[config.mk]
export PLATFORM = sky130hd
export DESIGN_NAME = datapath
export DESIGN_NICKNAME = d
export VERILOG_FILES = /design/src/cpu_pkg.sv /design/src/datapath.sv
export VERILOG_INCLUDE_DIRS = /design/src
export SDC_FILE = /design/constraint.sdc
export NUM_CORES = 1
export LEC_CHECK = 0
export ABC_AREA = 1
export ABC_CLOCK_PERIOD_IN_PS = 5600
export BUFFER_PORTS_ARGS = -buffer_cell sky130_fd_sc_hd__buf_2
export CAP_MARGIN = 20
export CORE_MARGIN = 4
export CORE_UTILIZATION = 50
export DETAILED_ROUTE_END_ITERATION = 7
export PLACE_DENSITY = 0.68
export SKIP_LAST_GASP = 1
export SYNTH_ARGS = -nofsm -noshare
export SYNTH_HDL_FRONTEND = slang
export SYNTH_SLANG_ARGS = --single-unit
export TNS_END_PERCENT = 100
[constraint.sdc]
create_clock -name clk -period 5.6 [get_ports clk]
set_input_delay 1.12 -clock clk [delete_from_list [all_inputs] [get_ports clk]]
set_output_delay 1.12 -clock clk [all_outputs]
set_load 0.02 [all_outputs]
[src/cpu_settings.svh]
// width and depth defines for the load/store core, included by the package and memory blocks
`ifndef CPU_SETTINGS_SVH
`define CPU_SETTINGS_SVH

// data path word
`define CPU_DATA_W 16

// register file
`define CPU_REG_ADDR_W 4
`define CPU_REG_COUNT (1 << `CPU_REG_ADDR_W)

// data memory, 256 words
`define CPU_DMEM_ADDR_W 8
`define CPU_DMEM_DEPTH (1 << `CPU_DMEM_ADDR_W)

// instruction memory, 128 words
`define CPU_IMEM_ADDR_W 7
`define CPU_IMEM_DEPTH (1 << `CPU_IMEM_ADDR_W)

`endif
[src/cpu_pkg.sv]
// shared types of the load/store core: words, addresses, opcodes, FSM states, control bundle
`include "cpu_settings.svh"

package cpu_pkg;

  typedef logic [`CPU_DATA_W-1:0]      word_t;       // data or instruction word
  typedef logic [`CPU_REG_ADDR_W-1:0]  reg_addr_t;   // register file index
  typedef logic [`CPU_DMEM_ADDR_W-1:0] dmem_addr_t;  // data memory address
  typedef logic [`CPU_IMEM_ADDR_W-1:0] imem_addr_t;  // pc and imem address

  // top field of the instruction, ir[15:12]
  typedef enum logic [3:0] {
    OP_NOOP  = 4'd0,
    OP_STORE = 4'd1,  // reg -> dmem
    OP_LOAD  = 4'd2,  // dmem -> reg
    OP_ADD   = 4'd3,
    OP_SUB   = 4'd4,
    OP_HALT  = 4'd5
  } opcode_t;

  typedef enum logic [3:0] {
    S_INIT   = 4'd0,
    S_FETCH  = 4'd1,
    S_DECODE = 4'd2,
    S_NOOP   = 4'd3,
    S_LOAD_A = 4'd4,  // address to dmem
    S_LOAD_B = 4'd5,  // rdata to reg
    S_STORE  = 4'd6,
    S_ADD    = 4'd7,
    S_SUB    = 4'd8,
    S_HALT   = 4'd9
  } ctrl_state_t;

  typedef struct packed {
    logic       pc_clr;
    logic       pc_up;
    logic       ir_ld;
    dmem_addr_t d_addr;
    logic       d_wr;
    logic       rf_s;     // 1 = memory data to write-back
    reg_addr_t  w_addr;
    logic       w_wr;
    reg_addr_t  ra_addr;
    reg_addr_t  rb_addr;
    logic       alu_sub;  // 1 = ra - rb
  } ctrl_t;

endpackage

[src/datapath.sv]
// register file with two read ports, write-back select and add/subtract unit
`include "cpu_settings.svh"

module datapath
  import cpu_pkg::*;
(
  input  logic  clk,
  input  logic  rst,
  input  ctrl_t ctrl,
  input  word_t mem_rdata,
  output word_t store_data
);

  word_t rf [`CPU_REG_COUNT];
  word_t ra_data;
  word_t rb_data;
  word_t alu_y;
  word_t wb_data;

  // combinational reads
  assign ra_data = rf[ctrl.ra_addr];
  assign rb_data = rf[ctrl.rb_addr];

  // wraps modulo 2^16
  always_comb
  begin
    if (ctrl.alu_sub)
    begin
      alu_y = ra_data - rb_data;
    end
    else
    begin
      alu_y = ra_data + rb_data;
    end
  end

  assign wb_data = ctrl.rf_s ? mem_rdata : alu_y;  // load vs alu result

  always_ff @(posedge clk)
  begin
    if (rst)
    begin
      for (int i = 0; i < `CPU_REG_COUNT; i++)
      begin
        rf[i] <= '0;
      end
    end
    else if (ctrl.w_wr)
    begin
      rf[ctrl.w_addr] <= wb_data;
    end
  end

  assign store_data = ra_data;  // port a feeds dmem write data

endmodule

==> flow_summary.yaml <==
run_status:
  status: "finished, final reports clean"
power:
  power.density_mw_per_mm2: 303.4
  ir_worst_vdd_v: 0.0002136
  total_power_w: 0.005204
  p_leak_nw: 7.097
worst_setup_path:
  crit_path_cell_trace: "buf_6, buf_4, o21ai_0, nand2_1, nand3_1, nand3_1, nand2_1, nor2_1, nand2_1, o21ai_0, xor2_1, ha_1, nand2_1, inv_1, a221o_1, a31oi_1, inv_1, nand3_2, nand3_2, nand2_4, nor2_1"
  cp_max_fo: 87
  arrival_ps: 5290
  crit_path_end_kind: "register"
  slowest_delay_ps: 680
  cp.required_ps: 5900
  slowest_stage: "buf_4"
  crit_top_cell: "nand2_1"
  worstSetupPathType: "primary input to register"
  setup.worst_path.start_class: "primary input"
logic_synthesis:
  synth_area_mm2: 0.01548
  syn_inst: 1917
  synth_cell_types: 40
  synth.avg_cell_area_um2: 8.076
  synth_fp_nets: 1982
  seq_area_frac_synth_pct: 49.65
  ys_seq_elements: 256
  ys.warnings.count: 0
floorplanning:
  die_y_um: 184.0
  initial_core_util_pct: 50.61
  io_pins: 61
  core-area_mm2: 0.03059
  dieArea_mm2: 0.03384
  die-width_um: 184.0
  rows: 64
placement:
  post-place-ws_ps: 146.0
  globalplace.congestion: 0.9525
  port_buffers: 48
  dpl.hpwl_um: 32540
  placed_area_mm2: 0.01622
sta:
  worstMarginPinSlew_ps: 988.7
  min_period_over_period_pct: 89.14
  period_needed_ps: 4992
  rsz0062_at_grt: "no"
  setup_violations: 0
  fmax_ghz: 0.2003
  fin_tns_setup_ps: 0
  fin_skew_ps: 11.08
  fin_ws_ps: 608.1
  finalHoldViolations: 0
  slew_violations: 0
  slew_headroom_pct: 33.93
grt:
  globalRoute.totalOverflow: 0
  antenna_found_initial: 0
  grt_pass1_wl_um: 74380
  grtUsageTotal_pct: 28.25
  grt_max_degree: 109
  grt_pass1_vias: 13282
clock_tree:
  numClockSinks: 256
  ctsRootBufferMaster: "clkbuf_16"
  cts_made_buffers: 28
  postCtsResizedCells: 0
  clkLatencyLatePin_ps: 560
  cts_tree: "done"
  postCtsSetupBuffers: 0
  postCtsHoldBufs: 0
  cts.clk_slew.worst_paths_ps: 60
  ctsLongestPathBuffers: 3
  cts_max_level: 1
detailed_routing:
  vias: 13875
  drt_iter0_drc: 1695
  wire_per_inst_um: 20.71
  drtPass1Iterations: 5
  wirelength_um: 48710
  vias_per_cell: 5.899
  route.detailed.drc: 0
  ant_nets: 0
layout:
  fin_util_pct: 56.07
  final_layout_size_suffix_gt1_share_pct: 10.28
  largest_register_ff_count: 256
  top_regs: "rf (256)"
  areaGrowthSynthToFinish_pct: 10.77
  layout.nets: 1999
  antenna_cells: 0
  regMostFlops: "rf"
  final_area_mm2: 0.01715
worst_hold_path:
  hold_path.class: "primary input to register"
flow_run:
  maxCapViolCount: 0
[final cells by class]
class,count,area (µm²)
timing repair buffer,124,898.4
multi-input combinational,1317,6370
inverter,207,777.0
clock inverter,16,191.4
fill,2769,13440
sequential,256,7687
clock buffer,36,730.7
tap,396,495.5
[synth_stat cells (all sizes together)]
cell type | number | area, µm²
o31ai | 2 | 15.01
o22ai | 3 | 18.77
inv | 203 | 762.0
o41ai | 1 | 8.760
o21a | 2 | 15.01
nand2 | 373 | 1408
ha | 19 | 237.7
nor2 | 301 | 1205
xor2 | 12 | 105.1
or2 | 22 | 137.6
o211ai | 67 | 503.0
a221o | 1 | 10.01
o311ai | 1 | 8.760
nor3 | 5 | 25.02
a21o | 2 | 15.01
nand3b | 3 | 22.52
a21oi | 119 | 595.6
buf | 57 | 347.8
edfxtp | 256 | 7687
o221ai | 14 | 122.6
clkinv | 4 | 15.01
fa | 1 | 20.02
xnor2 | 7 | 61.31
o21ai | 155 | 783.3
o2111ai | 1 | 8.760
a31oi | 2 | 12.51
nand3 | 204 | 1031
clkbuf | 80 | 300.3
[cells in the final DEF (no fill, tap or decap), types with 2 or more instances in the layout]
cell type    n
buf_4       70
bufinv_16    4
nor2_4      10
or2_2       19
clkinv_2     5
xnor2_1      7
or2_1        2
o221ai_1    14
nand3_1    202
buf_2       46
nor3_1       5
nor2_1     291
o21ai_1     17
a21o_1       2
clkinv_1     9
inv_2        4
clkbuf_16   28
a21oi_1    119
o21a_1       2
clkbuf_1     8
nand3b_1     3
buf_12       6
o21ai_2      2
inv_1      199
buf_6        2
o31ai_1      2
ha_1        19
o211ai_1    67
o21ai_0    136
o22ai_1      3
nand3_2      2
a31oi_1      2
edfxtp_1   256
xor2_1      12
nand2_1    372
[power breakdown]
part | total, W | internal [W] | switching [W] | leakage (nW)
logic | 0.00110 | 0.000328 | 0.000774 | 3.99
registers | 0.00222 | 0.00219 | 0.0000289 | 2.65
clock network | 0.00188 | 0.00111 | 0.000778 | 0.451
[worst max-delay path: cells and delay by family]
kind,cells,cell delay (ps)
and+or+nand+nor,11,1500
xor gates and xnor gates,1,250
adders and majority gates,1,280
buffers and inverters,4,1010
AOI/OAI and AO/OA,4,1020
[path summary, 6_finish.rpt]
check / startpoint / end / slack (ps) / depth (start not counted)
min: mem_rdata[0] / rf[2][0] / 1030 / 3
max: ctrl[1] / rf[4][15] / 610 / 21
min reg2reg: rf[6][0] / rf[2][0] / 1320 / 8
max reg2reg: rf[0][0] / rf[6][12] / 1200 / 27
[per-stage QoR]
stage,hold WS [ps],std cells
floorplan,1186,1917
global placement,1513,2299
detailed placement,1543,2299
CTS,1078,2351
global route,1031,2352
finish,1031,2352
[layer usage]
layer | track usage (%) | up-vias | wire length (µm)
li1 | - | 6473 | -
met1 | 36.81 | 6533 | 19060
met2 | 47.35 | 719 | 23310
met3 | 3.087 | 150 | 3837
met4 | 13.49 | 0 | 2507
met5 | 0 | - | 0
[logic make-up (layout without fill, tap and decap cells)]
kind of cell / after synthesis / count (layout) / synth area share, %
fa+ha+maj: 20 / 20 / 1.665
compound gates: 370 / 370 / 13.67
xor+xnor: 19 / 19 / 1.075
simple gates: 908 / 908 / 24.73
flops: 256 / 256 / 49.65
buf+inv: 344 / 383 / 9.205
Power figures use the tool's default switching activity.
