## src/cpu_settings.svh

```systemverilog
// width and depth defines for the load/store core, included by the package and memory blocks
`ifndef CPU_SETTINGS_SVH
`define CPU_SETTINGS_SVH

// data path word
`define CPU_DATA_W 16

// register file
`define CPU_REG_ADDR_W 4
`define CPU_REG_COUNT (1 << `CPU_REG_ADDR_W)

// data memory, 256 words
`define CPU_DMEM_ADDR_W 8
`define CPU_DMEM_DEPTH (1 << `CPU_DMEM_ADDR_W)

// instruction memory, 128 words
`define CPU_IMEM_ADDR_W 7
`define CPU_IMEM_DEPTH (1 << `CPU_IMEM_ADDR_W)

`endif
```

## src/cpu_pkg.sv

```systemverilog
// shared types of the load/store core: words, addresses, opcodes, FSM states, control bundle
`include "cpu_settings.svh"

package cpu_pkg;

  typedef logic [`CPU_DATA_W-1:0]      word_t;       // data or instruction word
  typedef logic [`CPU_REG_ADDR_W-1:0]  reg_addr_t;   // register file index
  typedef logic [`CPU_DMEM_ADDR_W-1:0] dmem_addr_t;  // data memory address
  typedef logic [`CPU_IMEM_ADDR_W-1:0] imem_addr_t;  // pc and imem address

  // top field of the instruction, ir[15:12]
  typedef enum logic [3:0] {
    OP_NOOP  = 4'd0,
    OP_STORE = 4'd1,  // reg -> dmem
    OP_LOAD  = 4'd2,  // dmem -> reg
    OP_ADD   = 4'd3,
    OP_SUB   = 4'd4,
    OP_HALT  = 4'd5
  } opcode_t;

  typedef enum logic [3:0] {
    S_INIT   = 4'd0,
    S_FETCH  = 4'd1,
    S_DECODE = 4'd2,
    S_NOOP   = 4'd3,
    S_LOAD_A = 4'd4,  // address to dmem
    S_LOAD_B = 4'd5,  // rdata to reg
    S_STORE  = 4'd6,
    S_ADD    = 4'd7,
    S_SUB    = 4'd8,
    S_HALT   = 4'd9
  } ctrl_state_t;

  typedef struct packed {
    logic       pc_clr;
    logic       pc_up;
    logic       ir_ld;
    dmem_addr_t d_addr;
    logic       d_wr;
    logic       rf_s;     // 1 = memory data to write-back
    reg_addr_t  w_addr;
    logic       w_wr;
    reg_addr_t  ra_addr;
    reg_addr_t  rb_addr;
    logic       alu_sub;  // 1 = ra - rb
  } ctrl_t;

endpackage

```

## src/instruction_fetch.sv

```systemverilog
// instruction memory with host load port, program counter and instruction register
`include "cpu_settings.svh"

module instruction_fetch
  import cpu_pkg::*;
(
  input  logic       clk,
  input  logic       rst,
  input  ctrl_t      ctrl,
  input  logic       run,
  input  logic       host_we,
  input  imem_addr_t host_addr,
  input  word_t      host_wdata,
  output word_t      ir
);

  word_t      imem [`CPU_IMEM_DEPTH];
  imem_addr_t pc;

  // program load only while the core is stopped
  always_ff @(posedge clk)
  begin
    if (!run && host_we)
    begin
      imem[host_addr] <= host_wdata;
    end
  end

  always_ff @(posedge clk)
  begin
    if (rst || ctrl.pc_clr)
    begin
      pc <= '0;
    end
    else if (ctrl.pc_up)
    begin
      pc <= pc + imem_addr_t'(1);  // wraps at 128
    end
  end

  always_ff @(posedge clk)
  begin
    if (ctrl.ir_ld)
    begin
      ir <= imem[pc];  // old pc, same edge as increment
    end
  end

endmodule

```

## config.mk

```make
export PLATFORM = sky130hd
export DESIGN_NAME = instruction_fetch
export DESIGN_NICKNAME = d
export VERILOG_FILES = /design/src/cpu_pkg.sv /design/src/instruction_fetch.sv
export VERILOG_INCLUDE_DIRS = /design/src
export SDC_FILE = /design/constraint.sdc
export NUM_CORES = 2
export LEC_CHECK = 0
export BUFFER_PORTS_ARGS = -buffer_cell sky130_fd_sc_hd__buf_2
export CORE_MARGIN = 2
export CORE_UTILIZATION = 60
export DETAILED_ROUTE_END_ITERATION = 8
export PLACE_DENSITY_LB_ADDON = 0.3
export RECOVER_POWER = 50
export SYNTH_ARGS = -nofsm -noshare
export SYNTH_HDL_FRONTEND = slang
export SYNTH_SLANG_ARGS = --single-unit
```

## constraint.sdc

```tcl
create_clock -name clk -period 5.9 [get_ports clk]
set_input_delay 1.18 -clock clk [delete_from_list [all_inputs] [get_ports clk]]
set_output_delay 1.18 -clock clk [all_outputs]
set_load 0.02 [all_outputs]
```

==> metrics.yaml <==
setup_path:
  crit_chain: "clkbuf_1, clkbuf_2"
  worst_ep_arrival_time_ns: 5.22
  crit_fanout: 78
  path_class: "in2reg"
  timing.critical_path.max_delay_family: "buffers and inverters"
  worst_path_max_delay_cell: "sky130_fd_sc_hd__clkbuf_1"
  slowest_delay_ns: 2.64
  setup.worst_path.end_class: "flop"
  rrSetupSlack_ns: 1.66
  timing.critical_path.from_type: "primary input"
  timing.critical_path.buf_inv: 2
  required_ns: 6.35
cts:
  tritoncts: "yes"
  cts.htree.levels: 4
  cts_made_buffers: 191
  resized_after_cts: 0
  cts.root.buffer_cell: "sky130_fd_sc_hd__clkbuf_16"
  worst_setup_hold_path_clk_slew_ns: 0.06
  clock_latency_on_the_worst_skew_pair_ns: 0.83
  max-clock-path-buffers: 3
  cts_setup_buffers: 0
  hold_bufs_at_cts: 0
  clock_sink_count: 2071
sta:
  rsz0062_at_grt: "false"
  fin_setup_tns_ns: 0
  min_period_over_period_pct: 80.9
  hold-worst-slack_ns: 0.542
  tightest_slew_ns: 4.07
  finalSetupViolations: 0
  slew-limit-headroom_pct: -171
  slew_viol_final: 1627
  max_clock_freq_mhz: 210
  final.setup_skew_ns: 0.0277
  finalHoldViolations: 0
  timing.final.crit_period_ns: 4.77
run:
  drv_cap: 27
drt:
  firstDrtPassIters: 6
  met2RoutedLength_mm: 90.9
  detail_route.vias_per_cell: 6.77
  via_count: 39626
  routed-wl-met3_mm: 24.2
  post-route-drc-count: 0
  postRouteWirelength_mm: 195
  drt-met1-wl_mm: 73.1
  residual_antenna_violating_net_count_after_detailed_routing: 0
  wl_per_cell_microns: 33.4
  route.top_layer_used: "met5"
  drt_iter0_drc: 6113
yosys:
  synth.top_cells.by_count: "sky130_fd_sc_hd__edfxtp_1 (2064), sky130_fd_sc_hd__mux4_2 (407), sky130_fd_sc_hd__mux2i_1 (286)"
  synth.top_cell.area_share_pct: 77.6
  yosysSeqAreaShare_pct: 77.7
  avgSynthCellArea_sq_um: 21.6
  yosys.cell_count.top_type: "sky130_fd_sc_hd__edfxtp_1"
  yosys_most_used_dff: "sky130_fd_sc_hd__edfxtp_1"
  ys_top_cells_by_area: "sky130_fd_sc_hd__edfxtp_1 (78%), sky130_fd_sc_hd__mux4_2 (11%), sky130_fd_sc_hd__mux2i_1 (3.6%)"
  synth.distinct_cells: 62
  synthArstFlopShare_pct: 0
  mappedNetlistArea_sq_um: 79900
  syn_nets: 3754
  edff_count_synth: 2064
  yosys_warn_count: 0
  postSynthCellCount: 3699
  synth-seq-cells: 2071
  netlist.top_cell.by_area: "sky130_fd_sc_hd__edfxtp_1"
placed_design:
  dp_hpwl_mm: 112
  gpl.final_weighted_congestion: 0.858
  numPortBuffers: 45
  place_area_sq_um: 82800
pwr:
  p_sw_share_pct: 20.1
  peak_vdd_ir_mv: 0.332
  combPwrFrac_pct: 2.7
  share_seq_of_total_power_pct: 55.9
  power_leakage_nw: 26.7
  psw_mw: 5.84
  internal_power_mw: 23.3
  power.density_cell_area_nw_per_um2: 328
  share_clk_of_total_power_pct: 41.5
  post-layout-total-power_mw: 29.1
floorplan:
  die_y_microns: 369
  io_pins: 70
  initial_util_pct: 60.6
  design.die.area_sq_um: 136000
  fp-row-count: 133
  design.core.area_sq_um: 132000
  die_x_microns: 369
final_layout:
  fin_util_pct: 67.3
  layout.nets: 3988
  fraction_of_layout_instances_using_a_drive_strength_above_1_pct: 22.7
  final_cell_area_sq_um: 88700
  syn_to_final_growth_pct: 11.0
global_route:
  grt_first_pass_wirelength_mm: 279
  grt_pass1_vias: 38598
  grt_start_max_net_pins: 102
  grt_usage_pct: 29.1
  antenna_found_initial: 15
  overflow_after_grt: 0
status:
  failed_checks: "max-capacitance violations, max-slew violations"
  status: "finished with violations"
worst_hold_path:
  timing.hold.worst.class: "reg2reg"
[state kept, by name (all words and copies together), names as in the netlist]
name / count
ir: 16
imem: 2048
pc: 7
[routing by layer]
metal,vias to the layer above,global-route usage [%]
met1,20491,42.6
met5,-,0
met4,20,10.0
met2,2747,43.6
li1,16000,-
met3,368,7.23
[power groups by stage]
stage	combinational [mW]	clock (mW)	sequential, mW
2_1_floorplan	0.385	0	16.5
3_3_place_gp	0.757	0	16.6
3_5_place_dp	0.778	0	16.6
4_1_cts	0.781	12.2	16.2
5_1_grt	0.815	12.7	16.3
6_report	0.772	12.1	16.3
[stage by stage]
step,setup WS (ns),cells
finish,1.13,5849
global route,0.810,5847
CTS,1.79,5846
detailed placement,1.82,5495
global placement,1.82,5495
floorplan,2.49,3699
[worst reg2reg max path, stage by stage (launching register included)]
cell and delay (ns):
sky130_fd_sc_hd__dfxtp_4 0.91, sky130_fd_sc_hd__buf_4 0.52, sky130_fd_sc_hd__buf_4 0.43, sky130_fd_sc_hd__mux4_2 0.56
sky130_fd_sc_hd__mux2i_1 0.16, sky130_fd_sc_hd__o22ai_1 0.23, sky130_fd_sc_hd__a211oi_1 1.04, sky130_fd_sc_hd__a21oi_1 0.08
[cells by family after synthesis]
group | count (synthesis) | share of synthesized area [%]
AOI/OAI and AO/OA | 324 | 2.83
xor gates and xnor gates | 4 | 0.0438
buffers and inverters | 205 | 1.63
muxes | 719 | 15.7
adders and majority gates | 1 | 0.0157
and+or+nand+nor | 375 | 2.04
DFF | 2071 | 77.7
[path summary, 6_finish.rpt]
kind | start | to | depth (start not counted)
worst max register to register | pc[0] | ir[0] | 7
worst min register to register | pc[5] | pc[5] | 2
worst max-delay path | host_wdata[2] | imem[61][2] | 2
worst min-delay path | pc[5] | pc[5] | 2
[area by class of cell]
class | count | area (sq um)
clock buffer | 231 | 4970
fill | 8045 | 43100
clock inverter | 120 | 1090
multi-input combinational | 1423 | 16500
sequential | 2071 | 62100
tap | 1755 | 2200
timing repair buffer | 243 | 1760
antenna | 3 | 7.51
inverter | 3 | 11.3
[layout by cell type, fill, tap and decap left out, types with 53 or more instances in the layout]
master / synthesis / final
sky130_fd_sc_hd__a21oi_1: 59 / 59
sky130_fd_sc_hd__a22oi_1: 73 / 73
sky130_fd_sc_hd__buf_4: 50 / 163
sky130_fd_sc_hd__clkbuf_1: 55 / 65
sky130_fd_sc_hd__clkbuf_16: 0 / 193
sky130_fd_sc_hd__clkinv_1: 2 / 53
sky130_fd_sc_hd__edfxtp_1: 2064 / 2064
sky130_fd_sc_hd__mux2i_1: 286 / 286
sky130_fd_sc_hd__mux4_2: 407 / 407
sky130_fd_sc_hd__nand2_1: 98 / 98
sky130_fd_sc_hd__nor2_1: 176 / 164
Note: power is estimated with default switching activity, not from simulation.
