$ cat config.mk
export PLATFORM = sky130hd
export DESIGN_NAME = data_memory
export DESIGN_NICKNAME = d
export VERILOG_FILES = /design/src/cpu_pkg.sv /design/src/data_memory.sv
export VERILOG_INCLUDE_DIRS = /design/src
export SDC_FILE = /design/constraint.sdc
export NUM_CORES = 2
export LEC_CHECK = 0
export ABC_AREA = 0
export BUFFER_PORTS_ARGS = -buffer_cell sky130_fd_sc_hd__buf_2
export CORE_MARGIN = 3
export CORE_UTILIZATION = 25
export CTS_CLUSTER_DIAMETER = 120
export DETAILED_ROUTE_END_ITERATION = 6
export PLACE_DENSITY = 0.37
export SYNTH_ARGS = -nofsm -noshare
export SYNTH_HDL_FRONTEND = slang
export SYNTH_SLANG_ARGS = --single-unit
$ cat constraint.sdc
create_clock -name clk -period 11.9 [get_ports clk]
set_input_delay 0.595 -clock clk [delete_from_list [all_inputs] [get_ports clk]]
set_output_delay 0.595 -clock clk [all_outputs]
set_load 0.1 [all_outputs]
$ cat src/cpu_settings.svh
// width and depth defines for the load/store core, included by the package and memory blocks
`ifndef CPU_SETTINGS_SVH
`define CPU_SETTINGS_SVH

// data path word
`define CPU_DATA_W 16

// register file
`define CPU_REG_ADDR_W 4
`define CPU_REG_COUNT (1 << `CPU_REG_ADDR_W)

// data memory, 256 words
`define CPU_DMEM_ADDR_W 8
`define CPU_DMEM_DEPTH (1 << `CPU_DMEM_ADDR_W)

// instruction memory, 128 words
`define CPU_IMEM_ADDR_W 7
`define CPU_IMEM_DEPTH (1 << `CPU_IMEM_ADDR_W)

`endif
$ cat src/cpu_pkg.sv
// shared types of the load/store core: words, addresses, opcodes, FSM states, control bundle
`include "cpu_settings.svh"

package cpu_pkg;

  typedef logic [`CPU_DATA_W-1:0]      word_t;       // data or instruction word
  typedef logic [`CPU_REG_ADDR_W-1:0]  reg_addr_t;   // register file index
  typedef logic [`CPU_DMEM_ADDR_W-1:0] dmem_addr_t;  // data memory address
  typedef logic [`CPU_IMEM_ADDR_W-1:0] imem_addr_t;  // pc and imem address

  // top field of the instruction, ir[15:12]
  typedef enum logic [3:0] {
    OP_NOOP  = 4'd0,
    OP_STORE = 4'd1,  // reg -> dmem
    OP_LOAD  = 4'd2,  // dmem -> reg
    OP_ADD   = 4'd3,
    OP_SUB   = 4'd4,
    OP_HALT  = 4'd5
  } opcode_t;

  typedef enum logic [3:0] {
    S_INIT   = 4'd0,
    S_FETCH  = 4'd1,
    S_DECODE = 4'd2,
    S_NOOP   = 4'd3,
    S_LOAD_A = 4'd4,  // address to dmem
    S_LOAD_B = 4'd5,  // rdata to reg
    S_STORE  = 4'd6,
    S_ADD    = 4'd7,
    S_SUB    = 4'd8,
    S_HALT   = 4'd9
  } ctrl_state_t;

  typedef struct packed {
    logic       pc_clr;
    logic       pc_up;
    logic       ir_ld;
    dmem_addr_t d_addr;
    logic       d_wr;
    logic       rf_s;     // 1 = memory data to write-back
    reg_addr_t  w_addr;
    logic       w_wr;
    reg_addr_t  ra_addr;
    reg_addr_t  rb_addr;
    logic       alu_sub;  // 1 = ra - rb
  } ctrl_t;

endpackage

$ cat src/data_memory.sv
// 256-word data memory; core port for load/store and host port for fill and readback
`include "cpu_settings.svh"

module data_memory
  import cpu_pkg::*;
(
  input  logic       clk,
  input  logic       run,
  input  ctrl_t      ctrl,
  input  word_t      wdata,
  output word_t      rdata,
  input  logic       host_we,
  input  dmem_addr_t host_addr,
  input  word_t      host_wdata,
  output word_t      host_rdata
);

  word_t mem [`CPU_DMEM_DEPTH];

  always_ff @(posedge clk)
  begin
    if (ctrl.d_wr)
    begin
      mem[ctrl.d_addr] <= wdata;  // store
    end
    else if (!run && host_we)
    begin
      mem[host_addr] <= host_wdata;  // host fill, core stopped
    end
  end

  // both reads registered, one cycle
  always_ff @(posedge clk)
  begin
    rdata      <= mem[ctrl.d_addr];
    host_rdata <= mem[host_addr];
  end

endmodule

==> impl_summary.txt <==
----------------------------------------------------
[STA]
  Portion of the clock cycle consumed by the worst path in the final layout ... between 40% and 50%
  Slew at the pin closest to its max-slew limit ... between 1000 and 1500 ps
  Final setup TNS ... 0 ps
  Number of max-slew violations in the final report ... 0
  Final critical delay including setup and external delays ... ~5400 ps
  Worst rel slew slack ... less than 1%
  Final number of hold-violating endpoints ... 0
  Final setup vio count ... 0
  Setup repair after global routing missed its margin ... no
  Maximum frequency from static timing analysis ... ~0.18 GHz
  Setup Skew ... between 80 and 90 ps

[CTS]
  Number of CTS-inserted buffers ... between 400 and 500
  Resized cells post-CTS ... 0
  Clock tree from TritonCTS ... yes
  Deepest clock path buffer count ... 4
  Sinks on the clock net ... around 4,100
  Worst skew pair latency ... between 1000 and 1500 ps
  Depth of the CTS H-tree ... 5
  Clock transition at the register clock pins on the worst setup and hold paths after CTS ... ~70 ps
  CTS Root Cell ... sky130_fd_sc_hd__clkbuf_16
  Buffers inserted during post-CTS setup optimization ... 0

[Yosys]
  Most numerous cell types in the synthesized netlist ... sky130_fd_sc_hd__edfxtp_1, sky130_fd_sc_hd__mux4_2, sky130_fd_sc_hd__mux2i_1
  Share of the synthesized area in the top cell type ... a little over three fifths
  Synth Instances ... approximately 11,000
  Largest area contributor in the netlist ... sky130_fd_sc_hd__edfxtp_1
  Mapped Nets ... about 11,000
  Count leader, synth ... sky130_fd_sc_hd__edfxtp_1
  Ys flop type ... sky130_fd_sc_hd__edfxtp_1
  Total number of yosys warnings ... 0
  Post-synthesis register bit count ... between 4,000 and 5,000
  Number of synthesized flops with an enable pin ... about 4,100
  Fraction of the yosys area taken by sequential cells ... between 60% and 70%
  Post-synthesis cell area ... roughly 200,000 sq um
  Synth cell types ... 88
  Share of synthesized registers carrying an async set or reset ... 0%
  Ranking of synthesized cells by area ... sky130_fd_sc_hd__edfxtp_1, sky130_fd_sc_hd__mux4_2, sky130_fd_sc_hd__mux2i_1
  Post-Synthesis Mean Instance Area ... 17.9 sq um

[Pwr]
  Pwr Density ... around 150 nW/um^2
  Largest vdd supply drop ... between 100 and 150 uV
  Static leakage ... about 70 nW

[Routing]
  Antenna viol nets, final ... 0
  Number of detailed-route iterations in the first pass ... 6
  Ratio of routed vias to standard cells ... 5.57
  Wirelength, routed ... roughly 930,000 um
  Routed wirelength normalized by instance count ... about 43 um
  DRC violations left ... 0
  Count of vias placed by the detailed router ... roughly 120k
  Number of violations reported at the end of detailed-routing iteration 0 ... between 15,000 and 20,000

[Worst setup path]
  Arrival time of the worst setup path ... approximately 6500 ps
  Critical path data required time ... roughly 13,000 ps
  Critical-path cell with the highest stage delay ... sky130_fd_sc_hd__nor4_1
  Nature of the critical path startpoint ... input pin
  Most common cell type on the critical path ... sky130_fd_sc_hd__buf_4
  Crit-path leading delay family ... buffers and inverters
  Crit-path cells ... buf_12, buf_4, buf_4, mux2i_1, o22ai_1, nor3_1, nor4_1, nand4_1, a2111oi_2, buf_4, o211a_1
  Highest net fanout along the worst path ... 49
  Critical path buffers and inverters ... 4
  Worst path max stage delay ... 1160 ps
  Worst Path Class, Setup ... input pin to flip-flop
  Crit end category ... flip-flop

[Final layout]
  Area of combinational cells with multiple inputs ... 66,700 sq um
  Post-layout net count ... 11,200
  FF/Latch Area ... 124,000 sq um
  Proportion of layout cells with a drive suffix above 1 ... a little over a quarter
  Number of non-filler instances in the completed layout ... about 22,000
  Number of inserted filler cells in the final layout ... roughly 76,000
  Area growth from synthesis to layout ... 15.2%

[Global routing]
  Pin count of the biggest net entering global routing ... around 150
  Vias in the first global route ... 119,000
  First-pass GRT wire length ... approximately 1,200,000 um
  Number of antenna violations at the first check in global routing ... roughly 110
  Global route total overflow ... 0
  Total routing usage reported by global routing ... 22.8%

[Run]
  Max capacitance violation total ... 2

[Hold path]
  Min-Delay Path Class ... input pin to flip-flop

[Floorplan]
  Full die area ... 788,000 sq um
  Rows ... about 320
  X dimension of the die ... between 800 and 900 um
  Total core area ... roughly 770,000 sq um
  Die Y ... ~900 um
  Top-level I/O count ... about 100
  Starting density of the core ... between 20 and 30%

[Place]
  Port Buffer Count ... 83
  Placed cells ... around 21,000
  Routability congestion estimate ... 0.930
  Sum of net half-perimeters after detailed placement ... 618,000 um

[Status]
  Violations in the final reports ... capacitance limit
  Outcome ... finished, violations left

----------------------------------------------------
-- cell usage in the layout, fill, tap and decap left out, types with 16 or more instances in the layout --
master / instances
sky130_fd_sc_hd__buf_12: 38
sky130_fd_sc_hd__a221oi_1: 30
sky130_fd_sc_hd__a22oi_1: 254
sky130_fd_sc_hd__o211ai_1: 30
sky130_fd_sc_hd__nor3_2: 21
sky130_fd_sc_hd__a21oi_1: 248
sky130_fd_sc_hd__o21ai_0: 114
sky130_fd_sc_hd__o2111ai_1: 16
sky130_fd_sc_hd__nor2b_1: 24
sky130_fd_sc_hd__clkinv_2: 85
sky130_fd_sc_hd__nand4_1: 81
sky130_fd_sc_hd__nand3_1: 101
sky130_fd_sc_hd__mux4_1: 86
sky130_fd_sc_hd__clkinv_1: 106
sky130_fd_sc_hd__mux2_2: 39
sky130_fd_sc_hd__nor2_1: 284
sky130_fd_sc_hd__buf_2: 75
sky130_fd_sc_hd__and2_1: 34
sky130_fd_sc_hd__mux2i_1: 1320
sky130_fd_sc_hd__a2111oi_0: 22
sky130_fd_sc_hd__bufinv_16: 34
sky130_fd_sc_hd__buf_4: 584
sky130_fd_sc_hd__nand2_4: 17
sky130_fd_sc_hd__nor2_4: 97
sky130_fd_sc_hd__o22ai_1: 193
sky130_fd_sc_hd__nor2_2: 165
sky130_fd_sc_hd__clkbuf_16: 471
sky130_fd_sc_hd__nor3_1: 124
sky130_fd_sc_hd__a22o_1: 69
sky130_fd_sc_hd__clkbuf_1: 125
sky130_fd_sc_hd__a2111oi_1: 16
sky130_fd_sc_hd__a211oi_1: 99
sky130_fd_sc_hd__mux4_2: 1359
sky130_fd_sc_hd__a31oi_1: 42
sky130_fd_sc_hd__diode_2: 71
sky130_fd_sc_hd__nor4_1: 52
sky130_fd_sc_hd__edfxtp_1: 4096
sky130_fd_sc_hd__o221ai_1: 322
sky130_fd_sc_hd__dfxtp_1: 32
sky130_fd_sc_hd__nand2_1: 282
-- report_power, final --
part           total, mW  internal (mW)  switching (mW)
clock network       14.3           8.03            6.32
logic               3.37          0.910            2.46
registers           16.3           16.2          0.0986
-- what timing repair did --
item,4_1_cts,5_1_grt
endpoints found under the hold margin,27,0
setup endpoints to repair,0,0
hold buffers,4,0
-- per-stage QoR --
stage	hold slack, ps	total power, mW	setup WS [ps]	utilization (%)	area [sq um]
6_report	117	34.0	6470	28.9	224000
3_3_place_gp	959	19.9	5430	27.0	209000
3_5_place_dp	954	19.9	5400	27.0	209000
5_1_grt	138	34.8	6440	28.9	224000
4_1_cts	64.2	34.2	6580	28.9	224000
2_1_floorplan	786	18.4	6210	-	194000
-- final timing paths --
kind	endpoint	cells after the start	start	slack, ps
hold / removal	mem[219][8]	3	host_wdata[8]	120
setup / recovery	host_rdata[2]	11	host_addr[0]	6470
setup reg to reg	host_rdata[9]	6	mem[188][9]	7570
hold reg to reg	host_rdata[15]	7	mem[4][15]	970
-- routing by layer --
layer | GRT usage, % | part of all wire [%]
met5 | 0 | 0.022
met2 | 35.0 | 45
met4 | 9.66 | 5.0
met1 | 31.1 | 42
met3 | 5.05 | 8.3
-- final cells by class --
type	count	area share, %
antenna	71	0.0794
clock buffer	604	5.53
clock inverter	260	1.03
inverter	7	0.0207
multi-input combinational	5818	29.8
sequential	4128	55.3
tap	10200	5.72
timing repair buffer	708	2.53
-- worst register-to-register path: stages, from the launching register on --
cell and delay, ps:
sky130_fd_sc_hd__edfxtp_1 380, sky130_fd_sc_hd__mux4_2 470, sky130_fd_sc_hd__a22o_1 250, sky130_fd_sc_hd__a31oi_1 550, sky130_fd_sc_hd__nand4_1 890, sky130_fd_sc_hd__o21ai_0 1340, sky130_fd_sc_hd__a211oi_1 250
-- flip-flops by register name, indices dropped and copies added (netlist names) --
register and count:
rdata 16, host_rdata 16, mem 4096
-- cells by family (layout without fill, tap and decap cells) --
kind of cell           Yosys count  after routing  synth area share (%)
DFF                           4128           4128                  63.7
muxes                         2818           2818                  24.1
AOI/OAI and AO/OA             1579           1579                  5.84
and+or+nand+nor               1421           1421                  3.41
buffers and inverters          876           1579                  2.97
other                            0             71                     0
No activity file was read; power rests on OpenSTA's default activity.
