**config.mk**
```make
export PLATFORM = sky130hd
export DESIGN_NAME = controller
export DESIGN_NICKNAME = d
export VERILOG_FILES = /design/src/cpu_pkg.sv /design/src/controller.sv
export VERILOG_INCLUDE_DIRS = /design/src
export SDC_FILE = /design/constraint.sdc
export NUM_CORES = 1
export LEC_CHECK = 0
export ABC_AREA = 0
export ABC_CLOCK_PERIOD_IN_PS = 1560
export BUFFER_PORTS_ARGS = -buffer_cell sky130_fd_sc_hd__buf_2
export CORE_UTILIZATION = 39
export CTS_BUF_LIST = sky130_fd_sc_hd__clkbuf_8
export DETAILED_ROUTE_END_ITERATION = 10
export GPL_TIMING_DRIVEN = 0
export HOLD_SLACK_MARGIN = 0.1
export PLACE_DENSITY = 0.81
export SETUP_SLACK_MARGIN = 0.15
export SLEW_MARGIN = 0
export SYNTH_ARGS = -nofsm -noshare
export SYNTH_HDL_FRONTEND = slang
export SYNTH_SLANG_ARGS = --single-unit
```
**constraint.sdc**
```tcl
create_clock -name clk -period 1.56 [get_ports clk]
set_clock_uncertainty 0.1 [all_clocks]
set_input_delay 0.156 -clock clk [delete_from_list [all_inputs] [get_ports clk]]
set_output_delay 0.156 -clock clk [all_outputs]
set_load 0.02 [all_outputs]
```
**src/cpu_settings.svh**
```systemverilog
// width and depth defines for the load/store core, included by the package and memory blocks
`ifndef CPU_SETTINGS_SVH
`define CPU_SETTINGS_SVH

// data path word
`define CPU_DATA_W 16

// register file
`define CPU_REG_ADDR_W 4
`define CPU_REG_COUNT (1 << `CPU_REG_ADDR_W)

// data memory, 256 words
`define CPU_DMEM_ADDR_W 8
`define CPU_DMEM_DEPTH (1 << `CPU_DMEM_ADDR_W)

// instruction memory, 128 words
`define CPU_IMEM_ADDR_W 7
`define CPU_IMEM_DEPTH (1 << `CPU_IMEM_ADDR_W)

`endif
```
**src/cpu_pkg.sv**
```systemverilog
// shared types of the load/store core: words, addresses, opcodes, FSM states, control bundle
`include "cpu_settings.svh"

package cpu_pkg;

  typedef logic [`CPU_DATA_W-1:0]      word_t;       // data or instruction word
  typedef logic [`CPU_REG_ADDR_W-1:0]  reg_addr_t;   // register file index
  typedef logic [`CPU_DMEM_ADDR_W-1:0] dmem_addr_t;  // data memory address
  typedef logic [`CPU_IMEM_ADDR_W-1:0] imem_addr_t;  // pc and imem address

  // top field of the instruction, ir[15:12]
  typedef enum logic [3:0] {
    OP_NOOP  = 4'd0,
    OP_STORE = 4'd1,  // reg -> dmem
    OP_LOAD  = 4'd2,  // dmem -> reg
    OP_ADD   = 4'd3,
    OP_SUB   = 4'd4,
    OP_HALT  = 4'd5
  } opcode_t;

  typedef enum logic [3:0] {
    S_INIT   = 4'd0,
    S_FETCH  = 4'd1,
    S_DECODE = 4'd2,
    S_NOOP   = 4'd3,
    S_LOAD_A = 4'd4,  // address to dmem
    S_LOAD_B = 4'd5,  // rdata to reg
    S_STORE  = 4'd6,
    S_ADD    = 4'd7,
    S_SUB    = 4'd8,
    S_HALT   = 4'd9
  } ctrl_state_t;

  typedef struct packed {
    logic       pc_clr;
    logic       pc_up;
    logic       ir_ld;
    dmem_addr_t d_addr;
    logic       d_wr;
    logic       rf_s;     // 1 = memory data to write-back
    reg_addr_t  w_addr;
    logic       w_wr;
    reg_addr_t  ra_addr;
    reg_addr_t  rb_addr;
    logic       alu_sub;  // 1 = ra - rb
  } ctrl_t;

endpackage

```
**src/controller.sv**
```systemverilog
// multi-cycle FSM of the core; decodes the instruction register and drives every control field
module controller
  import cpu_pkg::*;
(
  input  logic  clk,
  input  logic  rst,
  input  logic  run,
  input  word_t ir,
  output ctrl_t ctrl,
  output logic  halted
);

  ctrl_state_t state;
  ctrl_state_t state_nxt;
  opcode_t     opcode;

  assign opcode = opcode_t'(ir[15:12]);
  assign halted = (state == S_HALT);

  always_ff @(posedge clk)
  begin
    if (rst)
    begin
      state <= S_INIT;
    end
    else
    begin
      state <= state_nxt;
    end
  end

  always_comb
  begin
    state_nxt = state;
    case (state)
      S_INIT:   state_nxt = run ? S_FETCH : S_INIT;
      S_FETCH:  state_nxt = S_DECODE;
      S_DECODE:
      begin
        case (opcode)
          OP_STORE: state_nxt = S_STORE;
          OP_LOAD:  state_nxt = S_LOAD_A;
          OP_ADD:   state_nxt = S_ADD;
          OP_SUB:   state_nxt = S_SUB;
          OP_HALT:  state_nxt = S_HALT;
          default:  state_nxt = S_NOOP;  // NOOP and unknown codes
        endcase
      end
      S_LOAD_A: state_nxt = S_LOAD_B;
      S_NOOP,
      S_LOAD_B,
      S_STORE,
      S_ADD,
      S_SUB:    state_nxt = S_FETCH;
      S_HALT:   state_nxt = S_HALT;    // left only when run drops
      default:  state_nxt = S_INIT;
    endcase
    if (!run)
    begin
      state_nxt = S_INIT;
    end
  end

  always_comb
  begin
    ctrl = '0;

    // operand fields held steady from decode through execute
    if (state != S_INIT && state != S_FETCH && state != S_HALT)
    begin
      ctrl.d_addr  = ir[11:4];
      ctrl.w_addr  = ir[3:0];
      ctrl.rb_addr = ir[7:4];
      ctrl.ra_addr = (opcode == OP_STORE) ? ir[3:0] : ir[11:8];  // store source on port a
    end

    case (state)
      S_INIT:   ctrl.pc_clr = 1'b1;
      S_FETCH:
      begin
        ctrl.ir_ld = 1'b1;
        ctrl.pc_up = 1'b1;
      end
      S_STORE:  ctrl.d_wr = 1'b1;
      S_LOAD_B:
      begin
        ctrl.rf_s = 1'b1;  // take dmem rdata
        ctrl.w_wr = 1'b1;
      end
      S_ADD:    ctrl.w_wr = 1'b1;
      S_SUB:
      begin
        ctrl.alu_sub = 1'b1;
        ctrl.w_wr    = 1'b1;
      end
      default:  ctrl.w_wr = 1'b0;  // decode, noop, load_a, halt
    endcase
  end

endmodule

```
==> impl_results.md, run 1 <==
- Outcome: finished with violations
- Failing checks: setup timing
- Max-Slew Margin vs Limit: 82.38%
- Pin count of the biggest net entering global routing: 11
- Worst Hold Path Cells: 3
- Number of global-route vias before repair: 726
- Register with the highest flop count: state
- Synth Warn #: 0
- Static Leak: 0.5545 nW
- CTS hold repair buffers: 0
- Ys async rst share: 0%
- Final min period: 1.609 ns
- Worst slack, placed: -0.07099 ns
- Syn avg cell area: 7.954 um^2
- Num CTS Buffers: 3
- Hold Path End: state[2]$_SDFF_PP0_
- Die width: 39.79 um
- Drt drc: 0
- CTS Root Cell: clkbuf_8
- Final setup fails: 14
- Final std cells w/o fill: 142
- Number of H-tree levels: 1
- DR iter-0 viols: 13
- Startpoint Class: flop
- Synth Cell Area: 556.8 um^2
- Share of layout cells above drive strength 1: 77.95%
- Max Root-Sink Buffers: 2
- Max Clk Rate: 621.6 MHz
- Ant diodes: 0
- Post-synth top cells: and2_1, nor2_1, buf_4, dfxtp_1, mux2i_1
- WL per Instance: 18.92 um
- Synth Net Count: 89
- Max FFs per register: 4
- Fillers: 53
- Final WS setup: -0.04885 ns
- Site Rows: 13
- Biggest regs: state (4)
- Routability cong.: 0.7152
- Full die area: 1583 um^2
- First-pass GRT wire length: 3256 um
- Fin crit share: 103.1%
- Core ar.: 1318 um^2
- Clock latency on the worst-skew pair: 0.22 ns
- Worst R2R Path Depth: 5
- Port bufs: 46
- Cells taking the most area after synthesis: dfxtp_1, and2_1, buf_4
- Post-synth EDFFs: 0
- CP Class: flop to output port
- Area growth from synthesis to layout: 118.7%
- DR vias/cell: 5.690
- Most common cell in the netlist: and2_1
- Final Max Slew Viols: 0
- Initial DRT Pass Iterations: 4
- Clk sinks: 4
- Top FF cell, synth: dfxtp_1
- Placed insts: 131
- I/O Pins: 47
- CTS tree: done
- Die H: 39.79 um
- Post-synthesis sequential area ratio: 14.38%
- GRT overflow: 0
- Total Routed Length: 2687 um
- HP Class: input port to flop
- Hold Fails Final Rpt: 0
- RR Startpoint: state[1]$_SDFF_PP0_
- Setup slack, reg-to-reg: 0.15 ns
- CP required: 1.30 ns
- Reg2reg end: state[0]$_SDFF_PP0_
- Cells after Synth: 70
- Starting Density: 42.26%
- Nets: 148
- Hold path startpoint: run
- Post-synth top area share: 14.38%
- Crit path DAT: 1.35 ns
- RSZ-0062 raised after global routing: true
- CP max FO: 4
- Initial antenna violation count: 0
- Detailed Place HPWL: 1165 um
- Via count: 808
- Pwr Density: 434.4 nW/um^2
- Slew @ Worst Pin: 0.2631 ns
- Max_cap viols: 0
- Maximum resistive drop on vdd: 0.3209 mV
- Total GRT Usage: 31.62%
- Post-route ant nets: 0
- #FFs+latches synth: 4
- Unique masters post-synth: 30
- CP Capture Type: output port
- Clock slew at reported path FFs: 0.03 ns
- Largest area contributor in the netlist: dfxtp_1
==> placed cells by master (no fill, tap or decap), drive strengths merged, types with 2 or more instances in the layout <==
cell type and instances:
nor2b 2, dfxtp 4, and2 12, nand2b 3, nor3b 2, or2b 2
nor3 3, nor2 7, nor4b 4, mux2i 4, clkbuf 3, nor4bb 2
o21ai 5, buf 64
==> power breakdown <==
part           internal, mW  switching [mW]
logic                0.0972          0.0997
registers             0.105         0.00423
clock network         0.165          0.0575
==> timing repair <==
action | 4_1_cts | 5_1_grt
resized for setup | 65 | 20
setup buffers | 6 | 1
endpoints found under the setup margin | 26 | 31
pin swaps | 19 | 4
gates cloned | 1 | 0
==> final cells by class <==
class	count	area, um^2	area share, %
multi-input cells	55	524.3	43.06
flip-flops and latches	4	87.58	7.194
inverters	1	8.758	0.7194
well taps	15	18.77	1.542
clock buffers	3	41.29	3.392
plain buffers	10	112.6	9.250
repair buffers	54	424.2	34.84
==> metrics by stage <==
stage                     instance area [um^2]  util, %  setup TNS (ns)  power (mW)  hold slack, ns
after floorplan                          590.6        -               0      0.1860          0.2256
after global placement                   839.6    63.72         -0.1167      0.2377          0.4197
after detailed placement                 839.6    63.72         -0.2429      0.2408          0.4200
after CTS                                 1129    85.66         -0.4587      0.5008          0.1934
after global routing                      1217    92.40          -1.143      0.5462          0.2032
final                                     1217    92.40         -0.4921      0.5288          0.1991
==> how the worst max path moves through the flow <==
stage,cells after the start,from,slack (ns),to
floorplan,3,state[0]$_SDFF_PP0_,0.1,ctrl[25]
global placement,7,state[1]$_SDFF_PP0_,-0.04,ctrl[18]
detailed placement,7,state[1]$_SDFF_PP0_,-0.07,ctrl[19]
CTS,4,state[0]$_SDFF_PP0_,-0.05,ctrl[25]
global route,4,state[1]$_SDFF_PP0_,-0.09,ctrl[15]
finish,7,state[1]$_SDFF_PP0_,-0.05,ctrl[10]
==> per-layer routing <==
layer,global-route usage [%],up-vias,share of wire [%]
li1,-,358,-
met1,32.23,380,37
met2,58.20,60,53
met3,6.818,10,6.2
met4,17.24,0,4.1
met5,0,-,0
==> worst max-delay path: stages (launching register included) <==
cell,delay (ns)
dfxtp_2,0.32
buf_6,0.12
nor2_4,0.11
o21ai_4,0.09
buf_6,0.12
buf_8,0.11
and2_4,0.14
buf_6,0.13
==> cell families after synthesis <==
family,Yosys count,synth area share (%)
flops,4,14.38
buf+inv,11,14.38
mux,4,7.191
simple gates,40,49.21
compound gates,11,14.83
Power figures use the tool's default switching activity.
==> run 2: changes to the inputs <==
- CORE_UTILIZATION: 39 -> 30
- PLACE_DENSITY: 0.81 -> 0.65
==> impl_results.md, run 2 (synthesis gave the netlist of run 1 again) <==
- Outcome: finished with violations
- Failing checks: setup timing
- Switching power: 148.7 uW (-7.9%)
- Total power: 521.7 uW (-1.4%)
- Comb power frac: 38.3% (+1.1 points)
- Max Root-Sink Buffers: 2 (unchanged)
- Number of global-route vias before repair: 742 (+2.2%)
- Max_cap viols: 0 (unchanged)
- Slew @ Worst Pin: 0.3619 ns (+0.09882 ns)
- Final setup fails: 16 (+2)
- DR vias/cell: 4.851 (-15%)
- Clock latency on the worst-skew pair: 0.21 ns (about the same)
- Core ar.: 1727 um^2 (+31%)
- Port bufs: 46 (unchanged)
- Max Clk Rate: 625.9 MHz (+0.70%)
- Initial DRT Pass Iterations: 2 (-2)
- HP Class: input port to flop
- Routability cong.: 0.7760 (+8.5%)
- Site Rows: 15 (+2)
- Register area: 87.58 um^2 (unchanged)
- I/O Pins: 47 (unchanged)
- Die H: 45.08 um (+13%)
- Clock slew at reported path FFs: 0.03 ns (about the same)
- CTS Root Cell: clkbuf_8
- Initial antenna violation count: 0 (unchanged)
- Pin count of the biggest net entering global routing: 11 (unchanged)
- Ant diodes: 0 (unchanged)
- Multi-input logic area: 539.3 um^2 (+2.9%)
- Max FFs per register: 4 (unchanged)
- GRT overflow: 0 (unchanged)
- Fin Hold WS: 0.2032 ns (+0.004086 ns)
- Cell internal pwr: 373.0 uW (+1.5%)
- Via count: 747 (-7.5%)
- Nets: 150 (+1.4%)
- Final min period: 1.598 ns (-0.01126 ns)
- Biggest regs: state (4)
- Clk pwr share: 40.9% (-1.2 points)
- Num CTS Buffers: 3 (unchanged)
- DR iter-0 viols: 1 (-12)
- Maximum resistive drop on vdd: 0.2984 mV (-7.0%)
- Detailed Place HPWL: 1193 um (+2.4%)
- First-pass GRT wire length: 3160 um (-2.9%)
- Crit path DAT: 1.34 ns (about the same)
- CP required: 1.30 ns (about the same)
- Max-Slew Margin vs Limit: 75.18% (-7.2 points)
- Final WS setup: -0.03759 ns (+0.01126 ns)
- Drt drc: 0 (unchanged)
- Hold Fails Final Rpt: 0 (unchanged)
- RSZ-0062 raised after global routing: true
- Fin crit share: 102.4% (-0.72 points)
- Number of H-tree levels: 1 (unchanged)
- CTS tree: done
- Static Leak: 0.5698 nW (+2.8%)
- Starting Density: 32.25% (-10 points)
- Commonest cells after routing, fill and taps aside: buf_6, buf_2, buf_4
- CP max FO: 3 (-1)
- Commonest non-fill, non-tap cell in the layout: buf_6
- Register with the highest flop count: state
- CP Class: flop to output port
- Startpoint Class: flop
- Final core utilization: 74.86% (-18 points)
- WL per Instance: 13.74 um (-27%)
- Final Max Slew Viols: 0 (unchanged)
- Full die area: 2032 um^2 (+28%)
- Clk sinks: 4 (unchanged)
- Total GRT Usage: 21.21% (-10 points)
- Share of layout cells above drive strength 1: 81.40% (+3.4 points)
- Switching Share: 28.50% (-2.0 points)
- Total Routed Length: 2116 um (-21%)
- Reg power frac: 20.8% (about the same)
- Pwr Density: 403.6 nW/um^2 (-7.1%)
- Fillers: 136 (+160%)
- CP Capture Type: output port
- Post-route ant nets: 0 (unchanged)
- Area growth from synthesis to layout: 132.1%
- Die width: 45.08 um (+13%)
-- run 2: what timing repair did --
| action | CTS | global route |
|---|---|---|
| pin swaps | 21 | 6 |
| buffers inserted | 7 | 2 |
| hold buffers | 0 | 0 |
| gates resized for setup | 74 | 25 |
| endpoints found under the setup margin | 26 | 31 |
| cloned | 1 | 0 |
-- run 2: critical path: stages, from the launching register on --
cell     delay (ns)
dfxtp_2        0.32
buf_6          0.11
or2b_1         0.25
buf_6          0.14
nor3b_2        0.15
buf_4          0.16
-- run 2: cell type report --
class	count	share of cell area, %
well taps	25	2.420
multi-input cells	55	41.72
repair buffers	56	36.69
flip-flops and latches	4	6.776
plain buffers	10	8.712
clock buffers	3	3.195
inverters	1	0.4840
-- run 2: final timing paths --
| kind | startpoint | endpoint | slack [ns] | depth (start not counted) |
|---|---|---|---|---|
| max | state[1]$_SDFF_PP0_ | ctrl[14] | -0.04 | 5 |
| min | run | state[3]$_SDFF_PP0_ | 0.20 | 3 |
| max reg2reg | state[2]$_SDFF_PP0_ | state[2]$_SDFF_PP0_ | 0.17 | 4 |
| min reg2reg | state[2]$_SDFF_PP0_ | state[3]$_SDFF_PP0_ | 0.52 | 2 |
-- run 2: routing by layer --
metal  up-vias  share of wire, %  track usage [%]
met3         4               7.5            5.600
met4         0               1.3            5.455
met2        41                53            39.42
met1       338                38            23.54
li1        364                 -                -
met5         -                 0                0
-- run 2: per-stage QoR --
| stage | worst slack [ns] | std cells | setup TNS (ns) | cell area [um^2] |
|---|---|---|---|---|
| 6_report | -0.03759 | 154 | -0.4533 | 1292 |
| 3_3_place_gp | -0.04845 | 141 | -0.1514 | 852.1 |
| 3_5_place_dp | -0.08413 | 141 | -0.2901 | 852.1 |
| 5_1_grt | -0.09190 | 154 | -1.262 | 1292 |
| 4_1_cts | -0.06159 | 152 | -0.6330 | 1177 |
| 2_1_floorplan | 0.09550 | 70 | 0 | 590.6 |
-- run 2: power by group through the flow --
stage | Combinational, mW | Sequential [mW] | Clock (mW)
finish | 0.200 | 0.109 | 0.213
global route | 0.213 | 0.109 | 0.228
CTS | 0.176 | 0.109 | 0.217
detailed placement | 0.131 | 0.110 | 0
global placement | 0.128 | 0.110 | 0
floorplan | 0.0770 | 0.109 | 0
